### config.mk
export PLATFORM = sky130hd
export DESIGN_NAME = itch_parser
export DESIGN_NICKNAME = d
export VERILOG_FILES = /design/src/hw/itch_pkg.sv /design/src/hw/itch_field_assembler.sv /design/src/hw/itch_framer.sv /design/src/hw/itch_msg_emitter.sv /design/src/hw/itch_parser.sv
export VERILOG_INCLUDE_DIRS = /design/src /design/src/include
export SDC_FILE = /design/constraint.sdc
export NUM_CORES = 1
export LEC_CHECK = 0
export BUFFER_PORTS_ARGS = -buffer_cell sky130_fd_sc_hd__buf_2
export CORE_AREA = 2 2 239 241
export CTS_BUF_LIST = sky130_fd_sc_hd__clkbuf_4 sky130_fd_sc_hd__clkbuf_8
export CTS_CLUSTER_SIZE = 10
export DETAILED_ROUTE_END_ITERATION = 10
export DIE_AREA = 0 0 241 243
export PLACE_DENSITY = 0.83
export SYNTH_ARGS = -nofsm -noshare
export SYNTH_HDL_FRONTEND = slang
export SYNTH_SLANG_ARGS = --single-unit
### constraint.sdc
create_clock -name clk -period 27.2 [get_ports clk]
set_input_delay 2.72 -clock clk [delete_from_list [all_inputs] [get_ports clk]]
set_output_delay 2.72 -clock clk [all_outputs]
set_load 0.01 [all_outputs]
### src/include/itch_params.svh
`ifndef ITCH_PARAMS_SVH
`define ITCH_PARAMS_SVH

// ASCII type codes of the supported messages
`define ITCH_TYPE_A 8'h41
`define ITCH_TYPE_D 8'h44
`define ITCH_TYPE_E 8'h45
`define ITCH_TYPE_X 8'h58

// Total length in bytes, type byte included
`define ITCH_LEN_A 6'd36
`define ITCH_LEN_D 6'd19
`define ITCH_LEN_E 6'd31
`define ITCH_LEN_X 6'd23

`define ITCH_IDX_W    6
`define ITCH_HDR_LAST 6'd18

// First byte index of each field
`define ITCH_OFS_LOCATE    1
`define ITCH_OFS_TRACK     3
`define ITCH_OFS_TS        5
`define ITCH_OFS_REF       11
`define ITCH_OFS_A_BUYSELL 19
`define ITCH_OFS_A_SHARES  20
`define ITCH_OFS_A_STOCK   24
`define ITCH_OFS_A_PRICE   32
`define ITCH_OFS_E_SHARES  19
`define ITCH_OFS_E_MATCH   23
`define ITCH_OFS_X_SHARES  19

// Field widths in bits
`define ITCH_W_CHAR   8
`define ITCH_W_LOCATE 16
`define ITCH_W_TRACK  16
`define ITCH_W_TS     48
`define ITCH_W_REF    64
`define ITCH_W_SHARES 32
`define ITCH_W_PRICE  32
`define ITCH_W_STOCK  64
`define ITCH_W_MATCH  64

`endif

### src/hw/itch_pkg.sv
`include "itch_params.svh"

package itch_pkg;

    // One byte of the input stream
    typedef struct packed {
        logic       start;  // Marks the type byte of a new message
        logic       valid;
        logic [7:0] data;
    } itch_byte_t;

    // One accepted message byte, numbered by the framer
    typedef struct packed {
        logic [7:0]             data;
        logic [`ITCH_IDX_W-1:0] idx;       // Position inside the message, type byte is 0
        logic [7:0]             msg_type;
        logic                   first;
        logic                   last;
    } itch_beat_t;

    // Decoded record, fields a type does not carry read zero
    typedef struct packed {
        logic [`ITCH_W_CHAR-1:0]   msg_type;
        logic [`ITCH_W_LOCATE-1:0] stock_locate;
        logic [`ITCH_W_TRACK-1:0]  tracking_no;
        logic [`ITCH_W_TS-1:0]     timestamp;     // Nanoseconds since midnight
        logic [`ITCH_W_REF-1:0]    order_ref_no;
        logic [`ITCH_W_SHARES-1:0] shares;
        logic [`ITCH_W_PRICE-1:0]  price;
        logic [`ITCH_W_CHAR-1:0]   buy_sell;      // ASCII B or S
        logic [`ITCH_W_STOCK-1:0]  stock;         // Symbol, right padded with spaces
        logic [`ITCH_W_MATCH-1:0]  match_no;
    } itch_msg_t;

endpackage

### src/hw/itch_field_assembler.sv
`timescale 1ns/1ps
`include "itch_params.svh"

module itch_field_assembler
    import itch_pkg::*;
(
    input  logic       clk,
    input  logic       rst,
    input  itch_beat_t beat,
    input  logic       beat_strobe,
    input  logic       abort,
    output itch_msg_t  record
);

    localparam int NB_LOCATE = `ITCH_W_LOCATE / 8;
    localparam int NB_TRACK  = `ITCH_W_TRACK / 8;
    localparam int NB_TS     = `ITCH_W_TS / 8;
    localparam int NB_REF    = `ITCH_W_REF / 8;
    localparam int NB_SHARES = `ITCH_W_SHARES / 8;
    localparam int NB_STOCK  = `ITCH_W_STOCK / 8;
    localparam int NB_PRICE  = `ITCH_W_PRICE / 8;
    localparam int NB_MATCH  = `ITCH_W_MATCH / 8;

    // True when byte idx falls inside the field starting at ofs
    function automatic logic in_field(input logic [`ITCH_IDX_W-1:0] idx, input int ofs,
                                      input int nb);
        return (int'(idx) >= ofs) && (int'(idx) < ofs + nb);
    endfunction

    // Bit position of the byte lane, big-endian so the first byte lands on top
    function automatic int lane(input logic [`ITCH_IDX_W-1:0] idx, input int ofs, input int nb);
        return 8 * (ofs + nb - 1 - int'(idx));
    endfunction

    always_ff @(posedge clk or posedge rst) begin
        if (rst) begin
            record <= '0;
        end else if (beat_strobe && beat.first) begin
            record          <= '0;  // Unused fields stay zero from here on
            record.msg_type <= beat.data;
        end else if (abort) begin
            record <= '0;
        end else if (beat_strobe) begin
            if (beat.idx <= `ITCH_HDR_LAST) begin
                if (in_field(beat.idx, `ITCH_OFS_LOCATE, NB_LOCATE))
                    record.stock_locate[lane(beat.idx, `ITCH_OFS_LOCATE, NB_LOCATE) +: 8] <= beat.data;
                if (in_field(beat.idx, `ITCH_OFS_TRACK, NB_TRACK))
                    record.tracking_no[lane(beat.idx, `ITCH_OFS_TRACK, NB_TRACK) +: 8] <= beat.data;
                if (in_field(beat.idx, `ITCH_OFS_TS, NB_TS))
                    record.timestamp[lane(beat.idx, `ITCH_OFS_TS, NB_TS) +: 8] <= beat.data;
                if (in_field(beat.idx, `ITCH_OFS_REF, NB_REF))
                    record.order_ref_no[lane(beat.idx, `ITCH_OFS_REF, NB_REF) +: 8] <= beat.data;
            end else begin
                // Past the header the layout depends on the type
                case (beat.msg_type)
                    `ITCH_TYPE_A: begin
                        if (int'(beat.idx) == `ITCH_OFS_A_BUYSELL)
                            record.buy_sell <= beat.data;
                        if (in_field(beat.idx, `ITCH_OFS_A_SHARES, NB_SHARES))
                            record.shares[lane(beat.idx, `ITCH_OFS_A_SHARES, NB_SHARES) +: 8] <= beat.data;
                        if (in_field(beat.idx, `ITCH_OFS_A_STOCK, NB_STOCK))
                            record.stock[lane(beat.idx, `ITCH_OFS_A_STOCK, NB_STOCK) +: 8] <= beat.data;
                        if (in_field(beat.idx, `ITCH_OFS_A_PRICE, NB_PRICE))
                            record.price[lane(beat.idx, `ITCH_OFS_A_PRICE, NB_PRICE) +: 8] <= beat.data;
                    end
                    `ITCH_TYPE_E: begin
                        if (in_field(beat.idx, `ITCH_OFS_E_SHARES, NB_SHARES))
                            record.shares[lane(beat.idx, `ITCH_OFS_E_SHARES, NB_SHARES) +: 8] <= beat.data;
                        if (in_field(beat.idx, `ITCH_OFS_E_MATCH, NB_MATCH))
                            record.match_no[lane(beat.idx, `ITCH_OFS_E_MATCH, NB_MATCH) +: 8] <= beat.data;
                    end
                    `ITCH_TYPE_X: begin
                        if (in_field(beat.idx, `ITCH_OFS_X_SHARES, NB_SHARES))
                            record.shares[lane(beat.idx, `ITCH_OFS_X_SHARES, NB_SHARES) +: 8] <= beat.data;
                    end
                    default: ;  // D carries nothing past the header
                endcase
            end
        end
    end

    // Beats of one message keep the type latched by its first beat
    assert property (@(posedge clk) disable iff (rst)
        beat_strobe && !beat.first |-> beat.msg_type == record.msg_type)
        else $error("assembler saw a type change inside a message");

endmodule

### src/hw/itch_framer.sv
`timescale 1ns/1ps
`include "itch_params.svh"

module itch_framer
    import itch_pkg::*;
(
    input  logic       clk,
    input  logic       rst,
    input  itch_byte_t in,
    output itch_beat_t beat,
    output logic       beat_strobe,
    output logic       abort
);

    itch_byte_t             in_q;    // Input byte, registered once
    logic                   open_q;  // A legal message is being received
    logic [`ITCH_IDX_W-1:0] idx_q;   // Index of the next byte
    logic [`ITCH_IDX_W-1:0] len_q;
    logic [7:0]             type_q;

    logic                   type_ok;
    logic [`ITCH_IDX_W-1:0] start_len;
    logic                   is_last;

    // Length lookup for the type byte of a start
    always_comb begin
        type_ok = 1'b1;
        case (in_q.data)
            `ITCH_TYPE_A: start_len = `ITCH_LEN_A;
            `ITCH_TYPE_D: start_len = `ITCH_LEN_D;
            `ITCH_TYPE_E: start_len = `ITCH_LEN_E;
            `ITCH_TYPE_X: start_len = `ITCH_LEN_X;
            default: begin
                start_len = '0;
                type_ok   = 1'b0;
            end
        endcase
    end

    assign is_last = (idx_q == len_q - 1'b1);

    always_ff @(posedge clk or posedge rst) begin
        if (rst) begin
            in_q        <= '0;
            open_q      <= 1'b0;
            idx_q       <= '0;
            len_q       <= '0;
            type_q      <= '0;
            beat        <= '0;
            beat_strobe <= 1'b0;
            abort       <= 1'b0;
        end else begin
            in_q        <= in;
            beat_strobe <= 1'b0;
            abort       <= 1'b0;
            if (in_q.valid && in_q.start) begin
                // A restart drops whatever was still open
                abort       <= open_q;
                open_q      <= type_ok;
                idx_q       <= {{(`ITCH_IDX_W-1){1'b0}}, 1'b1};
                len_q       <= start_len;
                type_q      <= in_q.data;
                beat_strobe <= type_ok;  // Illegal types never reach the assembler
                beat.data     <= in_q.data;
                beat.idx      <= '0;
                beat.msg_type <= in_q.data;
                beat.first    <= 1'b1;
                beat.last     <= 1'b0;
            end else if (open_q) begin
                if (!in_q.valid) begin
                    abort  <= 1'b1;
                    open_q <= 1'b0;
                end else begin
                    beat_strobe   <= 1'b1;
                    beat.data     <= in_q.data;
                    beat.idx      <= idx_q;
                    beat.msg_type <= type_q;
                    beat.first    <= 1'b0;
                    beat.last     <= is_last;
                    idx_q         <= idx_q + 1'b1;
                    if (is_last)
                        open_q <= 1'b0;  // Trailing bytes fall through until the next start
                end
            end
        end
    end

    // The counter closes the message before it can run past its length
    assert property (@(posedge clk) disable iff (rst) open_q |-> idx_q < len_q)
        else $error("framer index reached message length");

    // Outside an open message only the beat that just closed it may be on the output
    assert property (@(posedge clk) disable iff (rst) beat_strobe |-> open_q || beat.last)
        else $error("framer emitted a beat while idle");

endmodule

### src/hw/itch_msg_emitter.sv
`timescale 1ns/1ps

module itch_msg_emitter
    import itch_pkg::*;
(
    input  logic       clk,
    input  logic       rst,
    input  itch_msg_t  record,
    input  itch_beat_t beat,
    input  logic       beat_strobe,
    output itch_msg_t  msg,
    output logic       valid_msg
);

    logic last_q;  // Last beat seen, record completes this cycle

    always_ff @(posedge clk or posedge rst) begin
        if (rst) begin
            last_q <= 1'b0;
        end else begin
            last_q <= beat_strobe && beat.last;
        end
    end

    // The output copy stays put while the assembler works on the next message
    always_ff @(posedge clk or posedge rst) begin
        if (rst) begin
            msg       <= '0;
            valid_msg <= 1'b0;
        end else begin
            valid_msg <= last_q;
            if (last_q)
                msg <= record;
        end
    end

    // Messages are at least 19 bytes long so strobes never touch
    assert property (@(posedge clk) disable iff (rst) valid_msg |=> !valid_msg)
        else $error("valid_msg held high for two cycles");

endmodule

### src/hw/itch_parser.sv
`timescale 1ns/1ps

module itch_parser
    import itch_pkg::*;
(
    input  logic       clk,
    input  logic       rst,
    input  itch_byte_t in,
    output itch_msg_t  msg,
    output logic       valid_msg
);

    itch_beat_t beat;
    logic       beat_strobe;
    logic       abort;
    itch_msg_t  record;  // Message under construction

    itch_framer u_itch_framer (
        .clk         (clk),
        .rst         (rst),
        .in          (in),
        .beat        (beat),
        .beat_strobe (beat_strobe),
        .abort       (abort)
    );

    itch_field_assembler u_itch_field_assembler (
        .clk         (clk),
        .rst         (rst),
        .beat        (beat),
        .beat_strobe (beat_strobe),
        .abort       (abort),
        .record      (record)
    );

    // Sees the last beat directly and never gets one for a dropped message
    itch_msg_emitter u_itch_msg_emitter (
        .clk         (clk),
        .rst         (rst),
        .record      (record),
        .beat        (beat),
        .beat_strobe (beat_strobe),
        .msg         (msg),
        .valid_msg   (valid_msg)
    );

endmodule

==> impl_metrics.py <==
metrics = {
    "synth": {
        "ys_top_cells_by_area": "dfrtp_1 56%, mux2_2 12%, mux2i_1 5.2%",
        "syn-num-nets": 2907,
        "synth-main-ff-cell": "dfrtp_1",
        "synthDistinctLibCells": 88,
        "synth_area_leader_cell": "dfrtp_1",
        "postSynth.asyncResetShare_pct": 100.0,
        "postSynthCellCount": 2811,
        "synth-edff-count": 0,
        "yosysMostFrequentCell": "dfrtp_1",
        "yosysSeqAreaShare_pct": 56.46,
        "yosysWarnings": 0,
        "netlist_area_um2": 33730,
        "avgSynthCellArea_um2": 12.00,
        "ys_ff_latch": 761,
        "synth_top_area_share_pct": 56.46,
        "synthTopCellsByCount": "761 x dfrtp_1, 361 x mux2_2, 225 x nand2_1",
    },
    "power": {
        "leakagePower_nw": 20.26,
        "power.density_nw_per_um2": 57.30,
        "ir_drop_mv": 0.03977,
    },
    "floorplan": {
        "boundaryPins": 365,
        "placeableCoreArea_um2": 55950,
        "rows": 87,
        "initial_core_util_pct": 60.28,
        "fp.dieArea_um2": 58560,
        "die_y_um": 243,
        "die_width_um": 241,
    },
    "worst_setup_path": {
        "critical_path.slowest_cell": "dfrtp_1",
        "cp_common_cell": "ha_1",
        "crit_required_ns": 27.82,
        "cp_max_fo": 21,
        "reg2reg_setup_slack_ns": 20.75,
        "crit_arrival_ns": 7.07,
        "startpoint_type": "flip-flop",
        "crit_chain": "ha_1, ha_1, buf_4, nor3b_2, and2_1, nand2_1, ha_1, or3_1, o32ai_1, o311ai_1, a221oi_4, nand4_2, or3b_1, a21oi_1",
        "path_class": "flip-flop to flip-flop",
        "critPathCaptureType": "flip-flop",
        "cp_slowest_stage_delay_ns": 0.76,
    },
    "timing": {
        "timing.fmax_ghz": 0.1551,
        "worst_pin_slew_ns": 1.246,
        "finalSetupViolations": 0,
        "finalCritPeriodShare_pct": 23.71,
        "setup_tns_ns": 0,
        "setup_slack_ns": 20.75,
        "rsz0062_at_grt": "no",
        "slew_headroom_pct": 16.92,
        "fin_crit_ns": 6.449,
        "fin_worst_skew_ns": 0.03468,
        "finalMaxSlewViolations": 0,
        "hold_violations": 0,
    },
    "placement": {
        "gp_congestion": 0.9326,
        "pre_cts_ws_ns": 20.88,
        "dp_cells": 3793,
        "portBuffers": 364,
        "hpwl_um": 61140,
    },
    "route": {
        "wl_per_cell_um": 23.23,
        "ant_nets": 0,
        "num_vias": 24731,
        "dr.pass1.iters": 7,
        "wirelength_um": 92690,
        "drt_iter0_drc": 2428,
        "via_per_inst": 6.198,
        "drc": 0,
    },
    "clock_network": {
        "clock_sinks": 761,
        "cts_tree": "yes",
        "clk_latency_ns": 0.75,
        "cts-root-buf": "clkbuf_8",
        "cts_htree_levels": 3,
        "cts_buffers": 113,
        "cts_resized": 0,
        "clk_pin_slew_ns": 0.07,
        "cts_setup_buffers": 0,
        "holdBufCountCts": 0,
        "clockBufferDepth": 3,
    },
    "finish": {
        "area_growth_pct": 14.47,
        "nNetsFinal": 3248,
        "fill_cells": 3893,
        "layout-drive-gt1-share_pct": 31.33,
        "final_cells": 3990,
    },
    "grt": {
        "grt_max_degree": 204,
        "gr-total-overflow": 0,
        "grt.total_usage_pct": 31.91,
        "grt_pass1_vias": 25043,
        "antenna_found_initial": 1,
        "grt_pass1_wl_um": 144600,
    },
    "hold_path": {
        "hold_path_class": "flip-flop to flip-flop",
    },
    "outcome": {
        "status": "complete, no violations",
    },
    "job": {
        "cap_violations": 0,
    },
}
report_power, final:
| group | total (mW) | switching [mW] | internal (mW) |
|---|---|---|---|
| Clock | 0.986 | 0.442 | 0.544 |
| Sequential | 1.15 | 0.0148 | 1.14 |
| Combinational | 0.0714 | 0.0587 | 0.0126 |
| Total | 2.21 | 0.516 | 1.70 |
worst max-delay path, delay by kind of cell (launching register included):
family                   cells  cell delay (ns)
AND/OR/NAND/NOR              6             2.61
adder cells (fa/ha/maj)      3             1.41
AO/OA/AOI/OAI                4             1.31
flip-flops                   1             0.76
buffers and inverters        1             0.22
cell families (layout without fill, tap and decap cells):
group,count (synthesis),count (layout),synth area share [%]
other,0,1,0
flip-flops,761,761,56.46
AO/OA/AOI/OAI,356,356,7.357
buffers and inverters,228,650,2.623
AND/OR/NAND/NOR,811,811,12.28
XOR/XNOR,34,34,0.8830
multiplexers,537,537,17.28
adder cells (fa/ha/maj),84,84,3.116
per-layer routing:
metal / GRT usage (%) / vias to the layer above / wire length (um)
met5: 0 / - / 0
met4: 14.23 / 0 / 3758
met3: 8.359 / 240 / 8101
met2: 49.44 / 1146 / 43180
met1: 42.47 / 12601 / 37650
li1: - / 10744 / -
placed cells by master, fill, tap and decap left out, drive strengths merged, types with 17 or more instances in the layout:
cell	Yosys	final
nand2	225	225
ha	84	84
buf	39	402
nor2b	18	18
clkbuf	137	173
o21ai	105	105
nor4	31	31
mux2i	176	176
nor2	206	206
nand2b	21	21
mux2	361	361
inv	49	53
nand4	55	55
a21oi	63	63
nand3	106	106
a22o	77	77
dfrtp	761	761
clkinv	3	17
xnor2	19	19
nor3	27	27
metrics by stage:
stage	utilization [%]	cell area, um^2	hold WS [ns]	power (mW)
after detailed placement	64.64	36160	0.4612	1.246
after global routing	69.00	38610	0.4933	2.278
final	69.00	38610	0.4766	2.212
after global placement	64.64	36160	0.4489	1.243
after CTS	69.00	38600	0.4783	2.223
after floorplan	-	33730	0.3519	1.212
final timing paths:
path | start | end | cells past startpoint
min | u_itch_framer.type_q[1] | u_itch_framer.type_q[1] | 2
max | u_itch_framer.beat[11] | u_itch_field_assembler.record[237] | 14
max reg2reg | u_itch_framer.beat[11] | u_itch_field_assembler.record[237] | 14
max in group asynchronous | rst | u_itch_field_assembler.record[323] | 4
min reg2reg | u_itch_framer.type_q[1] | u_itch_framer.type_q[1] | 2
min in group asynchronous | rst | u_itch_msg_emitter.msg[96] | 2
state kept, by name, indices dropped and copies added, names as in the netlist:
signal / flops
u_itch_field_assembler.record: 352
u_itch_framer.abort: 1
u_itch_framer.beat: 24
u_itch_framer.beat_strobe: 1
u_itch_framer.idx_q: 6
u_itch_framer.in_q: 10
u_itch_framer.len_q: 4
u_itch_framer.open_q: 1
u_itch_framer.type_q: 8
u_itch_msg_emitter.last_q: 1
u_itch_msg_emitter.msg: 352
u_itch_msg_emitter.valid_msg: 1
layout make-up:
cell class / count / area, um^2 / share of cell area (%)
flip-flops and latches: 761 / 19060 / 49.36
multi-input cells: 1822 / 13830 / 35.81
clock buffers: 173 / 2193 / 5.681
repair buffers: 402 / 2132 / 5.522
well taps: 756 / 945.9 / 2.450
clock inverters: 23 / 246.5 / 0.6384
inverters: 52 / 202.7 / 0.5250
diodes: 1 / 2.502 / 0.006482
Note: power is estimated with default switching activity, not from simulation.
